--- src/hdl/beam_pkg.sv ---
// shared types for the beam display
// coordinate and colour-channel typedefs, default 640x480 geometry

package beam_pkg;

    // screen coordinate, pixels or lines
    typedef logic [9:0] coord_t;

    // one colour channel, 4-bit vga dac
    typedef logic [3:0] chan_t;

    // horizontal defaults in pixels
    localparam int DEF_H_RES  = 640;  // active
    localparam int DEF_H_FP   = 16;   // front porch
    localparam int DEF_H_SYNC = 96;   // sync pulse
    localparam int DEF_H_BP   = 48;   // back porch

    // vertical defaults in lines
    localparam int DEF_V_RES  = 480;  // active
    localparam int DEF_V_FP   = 10;   // front porch
    localparam int DEF_V_SYNC = 2;    // sync pulse
    localparam int DEF_V_BP   = 33;   // back porch

    // moving square
    localparam int DEF_Q_SIZE  = 32;  // side in pixels
    localparam int DEF_Q_SPEED = 4;   // pixels per frame

endpackage

--- src/hdl/screen_pos_if.sv ---
// beam position and timing levels
// driven by the timing generator, read by mover and painter

interface screen_pos_if;

    beam_pkg::coord_t sx;  // pixel counter
    beam_pkg::coord_t sy;  // line counter
    logic de;              // active video
    logic hsync_raw;       // active low
    logic vsync_raw;       // active low
    logic frame_tick;      // one cycle at start of vertical blank

    // timing generator side
    modport source (
        output sx, sy, de, hsync_raw, vsync_raw, frame_tick
    );

    // consumers of the beam position
    modport sink (
        input sx, sy, de, hsync_raw, vsync_raw, frame_tick
    );

endinterface

--- src/hdl/beam_painter.sv ---
// pixel colour for the moving square
// hit test, colour select, registered vga syncs and channels

module beam_painter #(
    parameter int Q_SIZE = beam_pkg::DEF_Q_SIZE
) (
    input  logic             clk_pix,
    input  logic             rst_n,
    screen_pos_if.sink       scr,
    input  beam_pkg::coord_t qx,
    input  beam_pkg::coord_t qy,
    output logic             vga_hsync,
    output logic             vga_vsync,
    output beam_pkg::chan_t  vga_r,
    output beam_pkg::chan_t  vga_g,
    output beam_pkg::chan_t  vga_b
);

    localparam beam_pkg::coord_t Q_SZ = beam_pkg::coord_t'(Q_SIZE);

    logic            q_hit;  // beam inside the square
    beam_pkg::chan_t r_d;
    beam_pkg::chan_t g_d;
    beam_pkg::chan_t b_d;

    // half-open box [q, q+size) on both axes
    always_comb begin
        q_hit = (scr.sx >= qx) && (scr.sx < qx + Q_SZ)
             && (scr.sy >= qy) && (scr.sy < qy + Q_SZ);
    end

    // colour rule
    always_comb begin
        if (!scr.de) begin
            r_d = 4'h0;  // blanking is black
            g_d = 4'h0;
            b_d = 4'h0;
        end else if (q_hit) begin
            r_d = 4'hF;  // orange
            g_d = 4'h8;
            b_d = 4'h0;
        end else begin
            r_d = 4'h0;  // background blue
            g_d = 4'h8;
            b_d = 4'hF;
        end
    end

    // one register stage, syncs kept aligned with colour
    always_ff @(posedge clk_pix or negedge rst_n) begin
        if (!rst_n) begin
            vga_hsync <= 1'b1;  // inactive
            vga_vsync <= 1'b1;
            vga_r     <= '0;
            vga_g     <= '0;
            vga_b     <= '0;
        end else begin
            vga_hsync <= scr.hsync_raw;
            vga_vsync <= scr.vsync_raw;
            vga_r     <= r_d;
            vga_g     <= g_d;
            vga_b     <= b_d;
        end
    end

endmodule

--- src/hdl/beam_top.sv ---
// beam display top level
// timing generator, square mover and painter on plain vga ports

module beam_top #(
    parameter int H_RES   = beam_pkg::DEF_H_RES,
    parameter int H_FP    = beam_pkg::DEF_H_FP,
    parameter int H_SYNC  = beam_pkg::DEF_H_SYNC,
    parameter int H_BP    = beam_pkg::DEF_H_BP,
    parameter int V_RES   = beam_pkg::DEF_V_RES,
    parameter int V_FP    = beam_pkg::DEF_V_FP,
    parameter int V_SYNC  = beam_pkg::DEF_V_SYNC,
    parameter int V_BP    = beam_pkg::DEF_V_BP,
    parameter int Q_SIZE  = beam_pkg::DEF_Q_SIZE,
    parameter int Q_SPEED = beam_pkg::DEF_Q_SPEED
) (
    input  logic            clk_pix,    // pixel clock
    input  logic            rst_n,
    output logic            vga_hsync,  // active low
    output logic            vga_vsync,  // active low
    output beam_pkg::chan_t vga_r,
    output beam_pkg::chan_t vga_g,
    output beam_pkg::chan_t vga_b
);

    screen_pos_if scr ();  // beam position bus

    beam_pkg::coord_t qx;  // square corner
    beam_pkg::coord_t qy;

    display_timings #(
        .H_RES (H_RES),  .H_FP (H_FP),  .H_SYNC (H_SYNC),  .H_BP (H_BP),
        .V_RES (V_RES),  .V_FP (V_FP),  .V_SYNC (V_SYNC),  .V_BP (V_BP)
    ) u_timings (
        .clk_pix (clk_pix),
        .rst_n   (rst_n),
        .scr     (scr.source)
    );

    square_mover #(
        .H_RES (H_RES),  .H_FP (H_FP),  .H_SYNC (H_SYNC),  .H_BP (H_BP),
        .V_RES (V_RES),  .V_FP (V_FP),  .V_SYNC (V_SYNC),  .V_BP (V_BP),
        .Q_SIZE (Q_SIZE), .Q_SPEED (Q_SPEED)
    ) u_mover (
        .clk_pix (clk_pix),
        .rst_n   (rst_n),
        .scr     (scr.sink),
        .qx      (qx),
        .qy      (qy)
    );

    beam_painter #(
        .Q_SIZE (Q_SIZE)
    ) u_painter (
        .clk_pix   (clk_pix),
        .rst_n     (rst_n),
        .scr       (scr.sink),
        .qx        (qx),
        .qy        (qy),
        .vga_hsync (vga_hsync),
        .vga_vsync (vga_vsync),
        .vga_r     (vga_r),
        .vga_g     (vga_g),
        .vga_b     (vga_b)
    );

endmodule

--- src/hdl/display_timings.sv ---
// raster timing generator
// pixel and line counters, sync / data-enable / frame-tick decode

module display_timings #(
    parameter int H_RES  = beam_pkg::DEF_H_RES,
    parameter int H_FP   = beam_pkg::DEF_H_FP,
    parameter int H_SYNC = beam_pkg::DEF_H_SYNC,
    parameter int H_BP   = beam_pkg::DEF_H_BP,
    parameter int V_RES  = beam_pkg::DEF_V_RES,
    parameter int V_FP   = beam_pkg::DEF_V_FP,
    parameter int V_SYNC = beam_pkg::DEF_V_SYNC,
    parameter int V_BP   = beam_pkg::DEF_V_BP
) (
    input  logic         clk_pix,
    input  logic         rst_n,
    screen_pos_if.source scr
);

    // full line and frame including blanking
    localparam int H_TOTAL = H_RES + H_FP + H_SYNC + H_BP;
    localparam int V_TOTAL = V_RES + V_FP + V_SYNC + V_BP;

    localparam beam_pkg::coord_t H_LAST = beam_pkg::coord_t'(H_TOTAL - 1);
    localparam beam_pkg::coord_t V_LAST = beam_pkg::coord_t'(V_TOTAL - 1);

    // sync windows, start at res+fp
    localparam beam_pkg::coord_t HS_START = beam_pkg::coord_t'(H_RES + H_FP);
    localparam beam_pkg::coord_t HS_END   = beam_pkg::coord_t'(H_RES + H_FP + H_SYNC);
    localparam beam_pkg::coord_t VS_START = beam_pkg::coord_t'(V_RES + V_FP);
    localparam beam_pkg::coord_t VS_END   = beam_pkg::coord_t'(V_RES + V_FP + V_SYNC);

    localparam beam_pkg::coord_t H_ACT = beam_pkg::coord_t'(H_RES);
    localparam beam_pkg::coord_t V_ACT = beam_pkg::coord_t'(V_RES);

    beam_pkg::coord_t sx_q;
    beam_pkg::coord_t sy_q;
    logic             run;  // low until first edge after reset

    // first edge after release only arms the counters
    always_ff @(posedge clk_pix or negedge rst_n) begin
        if (!rst_n) begin
            run <= 1'b0;
        end else begin
            run <= 1'b1;
        end
    end

    // beam counters, sx fastest
    always_ff @(posedge clk_pix or negedge rst_n) begin
        if (!rst_n) begin
            sx_q <= '0;
            sy_q <= '0;
        end else if (run) begin
            if (sx_q == H_LAST) begin  // end of line
                sx_q <= '0;
                sy_q <= (sy_q == V_LAST) ? '0 : sy_q + 1'b1;
            end else begin
                sx_q <= sx_q + 1'b1;
            end
        end
    end

    assign scr.sx = sx_q;
    assign scr.sy = sy_q;

    // decodes of the registered counters, valid alongside sx/sy
    always_comb begin
        scr.hsync_raw  = !((sx_q >= HS_START) && (sx_q < HS_END));
        scr.vsync_raw  = !((sy_q >= VS_START) && (sy_q < VS_END));
        // run keeps the held reset position out of active video
        scr.de         = run && (sx_q < H_ACT) && (sy_q < V_ACT);
        scr.frame_tick = (sy_q == V_ACT) && (sx_q == '0);  // first blank line
    end

endmodule

--- src/hdl/square_mover.sv ---
// square position register
// steps the top-left corner once per frame, wraps at line and frame end

module square_mover #(
    parameter int H_RES   = beam_pkg::DEF_H_RES,
    parameter int H_FP    = beam_pkg::DEF_H_FP,
    parameter int H_SYNC  = beam_pkg::DEF_H_SYNC,
    parameter int H_BP    = beam_pkg::DEF_H_BP,
    parameter int V_RES   = beam_pkg::DEF_V_RES,
    parameter int V_FP    = beam_pkg::DEF_V_FP,
    parameter int V_SYNC  = beam_pkg::DEF_V_SYNC,
    parameter int V_BP    = beam_pkg::DEF_V_BP,
    parameter int Q_SIZE  = beam_pkg::DEF_Q_SIZE,
    parameter int Q_SPEED = beam_pkg::DEF_Q_SPEED
) (
    input  logic             clk_pix,
    input  logic             rst_n,
    screen_pos_if.sink       scr,
    output beam_pkg::coord_t qx,
    output beam_pkg::coord_t qy
);

    // full line and frame including blanking
    localparam int H_TOTAL = H_RES + H_FP + H_SYNC + H_BP;
    localparam int V_TOTAL = V_RES + V_FP + V_SYNC + V_BP;

    // wrap thresholds, the square may run into blanking
    localparam beam_pkg::coord_t QX_WRAP = beam_pkg::coord_t'(H_TOTAL - Q_SIZE);
    localparam beam_pkg::coord_t QY_WRAP = beam_pkg::coord_t'(V_TOTAL - Q_SIZE);

    localparam beam_pkg::coord_t Q_STEP_X = beam_pkg::coord_t'(Q_SPEED);
    localparam beam_pkg::coord_t Q_STEP_Y = beam_pkg::coord_t'(Q_SIZE);

    beam_pkg::coord_t qx_next;
    beam_pkg::coord_t qy_next;

    // next corner, only taken on frame_tick
    always_comb begin
        qx_next = qx + Q_STEP_X;
        qy_next = qy;
        if (qx >= QX_WRAP) begin  // right edge reached
            qx_next = '0;
            // drop one row, or back to top
            qy_next = (qy >= QY_WRAP) ? '0 : qy + Q_STEP_Y;
        end
    end

    // update lands on the edge ending the tick cycle
    always_ff @(posedge clk_pix or negedge rst_n) begin
        if (!rst_n) begin
            qx <= '0;
            qy <= '0;
        end else if (scr.frame_tick) begin
            qx <= qx_next;
            qy <= qy_next;
        end
    end

endmodule

--- config.mk ---
export PLATFORM = sky130hd
export DESIGN_NAME = beam_top
export DESIGN_NICKNAME = d
export VERILOG_FILES = /design/src/hdl/beam_pkg.sv /design/src/hdl/screen_pos_if.sv /design/src/hdl/beam_painter.sv /design/src/hdl/beam_top.sv /design/src/hdl/display_timings.sv /design/src/hdl/square_mover.sv
export SDC_FILE = /design/constraint.sdc
export NUM_CORES = 1
export LEC_CHECK = 0
export ABC_AREA = 0
export CELL_PAD_IN_SITES_DETAIL_PLACEMENT = 0
export CELL_PAD_IN_SITES_GLOBAL_PLACEMENT = 1
export CORE_ASPECT_RATIO = 1.4
export CORE_MARGIN = 2
export CORE_UTILIZATION = 35
export DETAILED_ROUTE_END_ITERATION = 7
export DONT_BUFFER_PORTS = 1
export PLACE_DENSITY_LB_ADDON = 0.15
export SLEW_MARGIN = 10
export SYNTH_ARGS = -nofsm -noshare
export SYNTH_HDL_FRONTEND = slang
export SYNTH_SLANG_ARGS = --single-unit
--- constraint.sdc ---
create_clock -name clk_pix -period 6.73 [get_ports clk_pix]
set_input_delay 0.3365 -clock clk_pix [delete_from_list [all_inputs] [get_ports clk_pix]]
set_output_delay 0.3365 -clock clk_pix [all_outputs]
set_load 0.03 [all_outputs]
# Word level (Yosys, flattened, before mapping)

Index checks and enable logic that the tools add are counted.

Reduce and logical (&&, ||, !) cells: 13
Equality and inequality tests: 3
Multiplexer cells: 9
$add $sub $neg: 5
Order comparisons: 12

Operators with widths:

| cell                  | number |
|---|---|
| $mux 10               | 4 |
| $add 10x1->10 const B | 2 |
| $add 10x6->10 const B | 2 |
| $eq 10x10->1 const B  | 2 |
| $ge 10x10->1          | 2 |
| $ge 10x10->1 const B  | 2 |
| $ge 10x9->1 const B   | 2 |
| $lt 10x10->1          | 2 |
| $lt 10x10->1 const B  | 2 |
| $lt 10x9->1 const B   | 2 |
| $mux 4                | 5 |
| $add 10x3->10 const B | 1 |
| $eq 10x9->1 const B   | 1 |
| $logic_not 10->1      | 1 |
| $logic_and 1x1->1     | 8 |
| $reduce_and 2->1      | 2 |
| $logic_not 1->1       | 2 |

Output and inout port bits: 14
Flip-flop bits (word level): 55
Logic and storage cells: 52

# Depth between registers and ports, before layout

Word-level depth: 7
Gate-level depth with buffers: 9
Depth with buffers taken out: 9

# Hierarchy

A second synthesis with hierarchy kept.

Cells, all modules: 321
Area, all modules: 2,929.1 sq um

Modules (own cells, without submodules):

| module          | cells each | area an instance (sq um) | sequential area each (sq um) | instances |
|---|---|---|---|---|
| display_timings | 123        | 1,161.1                  | 525.5                        | 1 |
| beam_painter    | 128        | 1,077.3                  | 127.6                        | 1 |
| square_mover    | 70         | 690.7                    | 325.3                        | 1 |

# Least setup slack after synthesis

Ideal clock, no wire load.

Path type: reg-to-reg
Start point: reg u_mover.qx[6]
End point: reg u_painter.vga_r[2]
Arrival time: 2.039 ns
Buffers on the path: 0
Slack: 4.625 ns
Cell stages (with the launch flop): 10
Required time: 6.664 ns
Cells stage by stage: dfrtp_1 > ha_1 > nand3_1 > xnor2_1 > ha_1 > a211o_1 > a21oi_1 > o211ai_1 > nor4_1 > and2_1

Longest elaborated chain between the ends: 7
Elaborated cells between the ends (all ways): 8
Classes of those cells: add/sub: 1; order compare: 2; mux: 2; reduce/logical: 3

RTL lines:

| what                              | RTL line           | source |
|---|---|---|
| start: declaration                | square_mover.sv:19 | `output beam_pkg::coord_t qx,` |
| start signal: assignment          | square_mover.sv:54 | `qx <= qx_next;` |
| $add 10x6->10                     | beam_painter.sv:28 | `q_hit = (scr.sx >= qx) && (scr.sx < qx + Q_SZ)` |
| $lt 10x10->1                      | beam_painter.sv:28 |  |
| $logic_and 1x1->1 *               | beam_painter.sv:28 |  |
| $logic_and 1x1->1 * (2 in series) | beam_painter.sv:29 | `&& (scr.sy >= qy) && (scr.sy < qy + Q_SZ);` |
| $mux 4 *                          | beam_painter.sv:38 | `end else if (q_hit) begin` |
| $mux 4 *                          | beam_painter.sv:34 | `if (!scr.de) begin` |
| end signal: assignment            | beam_painter.sv:60 | `vga_r <= r_d;` |
| end: declaration                  | beam_painter.sv:14 | `output beam_pkg::chan_t vga_r,` |

Mark *: on every way between the ends. The rest lies on a longest branch, timed or not.
A chain may end at the register's enable or synchronous reset.

# Worst setup path after layout

Start point: reg u_timings.sy_q[1], in the netlist u_timings.scr.sy[1]
End point: reg u_timings.sy_q[6], in the netlist u_timings.scr.sy[6]

Longest elaborated chain between the ends: 2
Elaborated cells between the ends (all ways): 3
Classes of those cells: add/sub: 1; eq/ne: 1; mux: 1

RTL lines:

| what                                          | RTL line              | source |
|---|---|---|
| start: declaration                            | display_timings.sv:36 | `beam_pkg::coord_t sy_q;` |
| start signal: assignment                      | display_timings.sv:56 | `sy_q <= (sy_q == V_LAST) ? '0 : sy_q + 1'b1;` |
| $add 10x1->10 or $eq 10x10->1 (tied branches) | display_timings.sv:56 |  |
| $mux 10 *                                     | display_timings.sv:56 |  |

Marks and branches as above.

==> metrics.log <==
INFO  metric vertical_die_dimension = 105 um
INFO  metric fp-row-count = 37
INFO  metric placeableCoreArea = 7220 um^2
INFO  metric dpl.cell_count = 368
INFO  metric outcome = completed
INFO  metric cts.repair.resized = 0
INFO  metric hold_violations = 0
INFO  metric synth.ff_latch_count = 39
INFO  metric timing.clock.skew = 0.00779 ns
INFO  metric synth_cells = 282
INFO  metric cts-buffers-inserted = 5
INFO  metric length_of_the_first_detailed_routing_pass_in_iterations = 4
INFO  metric grt_first_pass_wirelength = 9700 um
INFO  metric timing.critical_path.arrival = 2.51 ns
INFO  metric antennaDiodeCount = 0
INFO  metric worst_slew_margin_rel = 30.7%
INFO  metric globalRouteOverflowTotal = 0
INFO  metric setup_tns = 0 ns
INFO  metric root_buffer_cell = sky130_fd_sc_hd__clkbuf_8
INFO  metric start_util = 35.7%
INFO  metric floorplan.die_area = 8070 um^2
INFO  metric worst_setup_hold_path_clk_slew = 0.08 ns
INFO  metric fp.dieW = 76.5 um
INFO  metric groute.layer.met1.usage = 18.2%
INFO  metric antenna_found_initial = 0
INFO  metric path_cells = inv_1 -> ha_1 -> or4b_2 -> nor4_2 -> o21ai_0 -> nand2_1 -> o21ai_0
INFO  metric detail_placement_hpwl = 4160 um
INFO  metric final.min_clock_period = 2.34 ns
INFO  metric htree_num_levels = 2
INFO  metric crit_path_top_delay_cell = sky130_fd_sc_hd__or4b_2
INFO  metric pwr_density_cell = 229 nW/um^2
INFO  metric max_freq = 427 MHz
INFO  metric cts_hold_repair.buffers = 2
INFO  metric finalCritPeriodShare = 34.8%
INFO  metric grt_start_max_net_pins = 40
INFO  metric io_pins = 16
INFO  metric worstPathBufferInverterCount = 1
INFO  metric timing.final.setup_violations = 0
INFO  metric fillers = 754
INFO  metric share_of_flip_flops_with_an_asynchronous_set_or_reset_after_synthesis = 100%
INFO  metric routed_wire_length_per_instance = 15.1 um
INFO  metric synth_cell_types = 45
INFO  metric global_route.usage.met3 = 2.31%
INFO  metric worst_path_largest_cell_delay = 0.62 ns
INFO  metric slew_violations = 0
INFO  metric finalWeightedCongestion = 0.779
INFO  metric critical_path.top_delay_family = simple AND/OR/NAND/NOR gates
INFO  metric ant_nets = 0
INFO  metric drc_errors = 0
INFO  metric post-route-util = 38.4%
INFO  metric placement.io_buffers = 0
INFO  metric cts_tree = yes
INFO  metric post_drt_via_cell_ratio = 5.15
INFO  metric leakagePower = 1.18 nW
INFO  metric drive_gt1_share = 6.76%
INFO  metric first_iter_violations = 60
INFO  metric routed_wl = 5700 um
INFO  metric post_cts_setup_buffer_count = 0
INFO  metric groute.usage.overall = 15.2%
INFO  metric grt_setup_unrepaired = no
INFO  metric ys_warn_count = 0
INFO  metric hold_path_class = reg -> reg
INFO  metric tightestPinTransition = 1.04 ns
INFO  metric synth_flop_cell = sky130_fd_sc_hd__dfrtp_1
INFO  metric first_global_vias = 1923
INFO  metric synth.yosys.seq_area_share = 38.0%
INFO  metric nNetsFinal = 312
INFO  metric grt.busiest_layer = met2
INFO  metric synth_area_per_cell = 9.13 um^2
INFO  metric synth_edf_count = 0
INFO  metric worstSkewPairLatency = 0.29 ns
INFO  metric flow.area_growth_from_synthesis = 7.63%
INFO  metric routed-via-count = 1945
INFO  metric worst_ir_drop_vdd = 0.103 mV
INFO  metric kind_of_start_point_of_the_critical_path = flip-flop
INFO  metric groute.layer.met2.usage = 27.9%
INFO  metric endpoint_type_of_the_worst_setup_path = flip-flop
INFO  metric area_of_the_mapped_netlist = 2570 um^2
INFO  metric clock_path_buffers = 2
INFO  metric drv.max_cap_violation_count = 0
INFO  metric timing.critical_path.fanout_max = 7
INFO  metric clock-sinks = 39
INFO  metric required = 6.90 ns
INFO  metric path_common_cell = sky130_fd_sc_hd__o21ai_0
INFO  metric layoutNonFillerInstCount = 378
INFO  metric path_class = reg -> reg
[placed cells by master (no fill, tap or decap), drive strengths merged, types with 2 or more instances in the layout]
cell type  netlist  final
o31ai            2      2
ha              30     30
a211oi           2      2
dfrtp           37     37
nand2b           5      5
inv             24     24
dfstp            2      2
nand3b           2      2
or4              4      4
and3             4      4
nor3             4      4
o211ai           2      2
a31oi            2      2
clkbuf           4      6
o41ai            3      3
or3              3      3
xnor2           12     12
nand2           33     33
conb             2      4
or4b             2      2
nor4             6      6
xor2             3      3
nor2            11     11
nand4            8      8
o21ai           32     32
o211a            2      2
nand3           12     12
buf             10      2
a21oi           10     10
[path summary, 6_finish.rpt]
check	from	to	slack (ns)	cells after the start
setup / recovery	u_timings.scr.sy[1]$_DFFE_PN0P_	u_timings.scr.sy[6]$_DFFE_PN0P_	4.39	7
hold / removal	u_timings.scr.sy[1]$_DFFE_PN0P_	u_painter.vga_vsync$_DFF_PN1_	0.50	1
setup reg to reg	u_timings.scr.sy[1]$_DFFE_PN0P_	u_timings.scr.sy[6]$_DFFE_PN0P_	4.39	7
hold reg to reg	u_timings.scr.sy[1]$_DFFE_PN0P_	u_painter.vga_vsync$_DFF_PN1_	0.50	1
max in group asynchronous	rst_n	u_painter.vga_vsync$_DFF_PN1_	5.92	2
min in group asynchronous	rst_n	u_timings.scr.sx[3]$_DFFE_PN0P_	0.55	2
[power by group]
part           total, mW  leakage, nW  switching (mW)  internal, mW
logic              0.100        0.597          0.0525        0.0476
registers          0.328        0.522          0.0750         0.253
clock network      0.207       0.0612          0.0873         0.120
total              0.635         1.18           0.215         0.420
[metrics by stage]
| stage | setup slack (ns) | total power, mW | area, um^2 | hold WS, ns |
|---|---|---|---|---|
| 2_1_floorplan | 4.62 | 0.425 | 2580 | 0.0409 |
| 3_3_place_gp | 4.36 | 0.427 | 2620 | 0.0425 |
| 3_5_place_dp | 4.37 | 0.428 | 2620 | 0.0428 |
| 4_1_cts | 4.33 | 0.646 | 2770 | 0.513 |
| 5_1_grt | 4.20 | 0.673 | 2770 | 0.536 |
| 6_report | 4.39 | 0.635 | 2770 | 0.499 |
[synth_stat cells (2+ instances only)]
cell / count / area (um^2)
sky130_fd_sc_hd__clkbuf_1: 4 / 15.0
sky130_fd_sc_hd__dfstp_2: 2 / 52.6
sky130_fd_sc_hd__a211oi_1: 2 / 15.0
sky130_fd_sc_hd__o21ai_1: 2 / 10.0
sky130_fd_sc_hd__nand4_1: 8 / 50.1
sky130_fd_sc_hd__buf_4: 9 / 67.6
sky130_fd_sc_hd__or3_1: 2 / 12.5
sky130_fd_sc_hd__a21oi_1: 10 / 50.1
sky130_fd_sc_hd__or4_1: 4 / 30.0
sky130_fd_sc_hd__nor2_1: 11 / 41.3
sky130_fd_sc_hd__o41ai_1: 3 / 26.3
sky130_fd_sc_hd__a31oi_1: 2 / 12.5
sky130_fd_sc_hd__o211a_1: 2 / 20.0
sky130_fd_sc_hd__o21ai_0: 30 / 150
sky130_fd_sc_hd__o211ai_1: 2 / 15.0
sky130_fd_sc_hd__nor3_1: 4 / 20.0
sky130_fd_sc_hd__xor2_1: 3 / 26.3
sky130_fd_sc_hd__nand2_1: 33 / 124
sky130_fd_sc_hd__nand2b_1: 5 / 31.3
sky130_fd_sc_hd__inv_1: 24 / 90.1
sky130_fd_sc_hd__and3_1: 4 / 25.0
sky130_fd_sc_hd__nor4_2: 3 / 37.5
sky130_fd_sc_hd__conb_1: 2 / 7.51
sky130_fd_sc_hd__nand3_1: 11 / 55.1
sky130_fd_sc_hd__dfrtp_1: 37 / 926
sky130_fd_sc_hd__xnor2_1: 12 / 105
sky130_fd_sc_hd__ha_1: 30 / 375
sky130_fd_sc_hd__nor4_1: 2 / 12.5
sky130_fd_sc_hd__o31ai_1: 2 / 15.0
sky130_fd_sc_hd__nand3b_1: 2 / 15.0
[logic make-up (layout without fill, tap and decap cells)]
kind of cell | count (synthesis) | in the layout | synth area share, %
AO/OA/AOI/OAI | 59 | 59 | 13.4
XOR/XNOR | 15 | 15 | 5.10
adder cells (fa/ha/maj) | 30 | 30 | 14.6
buffers and inverters | 38 | 35 | 6.90
flip-flops | 39 | 39 | 38.0
multiplexers | 1 | 1 | 0.389
other | 2 | 4 | 0.292
AND/OR/NAND/NOR | 98 | 98 | 21.3
[flip-flops by register name (all words and copies together) (netlist names)]
register / count
u_mover.qy: 5
u_timings.scr.sx: 10
u_painter.vga_g: 1
u_painter.vga_hsync: 1
u_painter.vga_r: 1
u_mover.qx: 8
u_timings.scr.sy: 10
u_painter.vga_b: 1
u_painter.vga_vsync: 1
u_timings.run: 1
[metal layers]
layer / up-vias / routed length [um]
li1: 988 / -
met1: 930 / 2610
met2: 21 / 2930
met3: 6 / 98
met4: 0 / 68
met5: - / 0
[area by class of cell]
class / count / area [um^2] / area share (%)
Sequential cell: 39 / 978 / 35.3
Tap cell: 97 / 121 / 4.38
Timing Repair Buffer: 3 / 37.5 / 1.35
Multi-Input combinational cell: 207 / 1430 / 51.5
Inverter: 24 / 90.1 / 3.25
Clock buffer: 6 / 82.6 / 2.98
Clock inverter: 2 / 35.0 / 1.26
No activity file was read; power rests on OpenSTA's default activity.
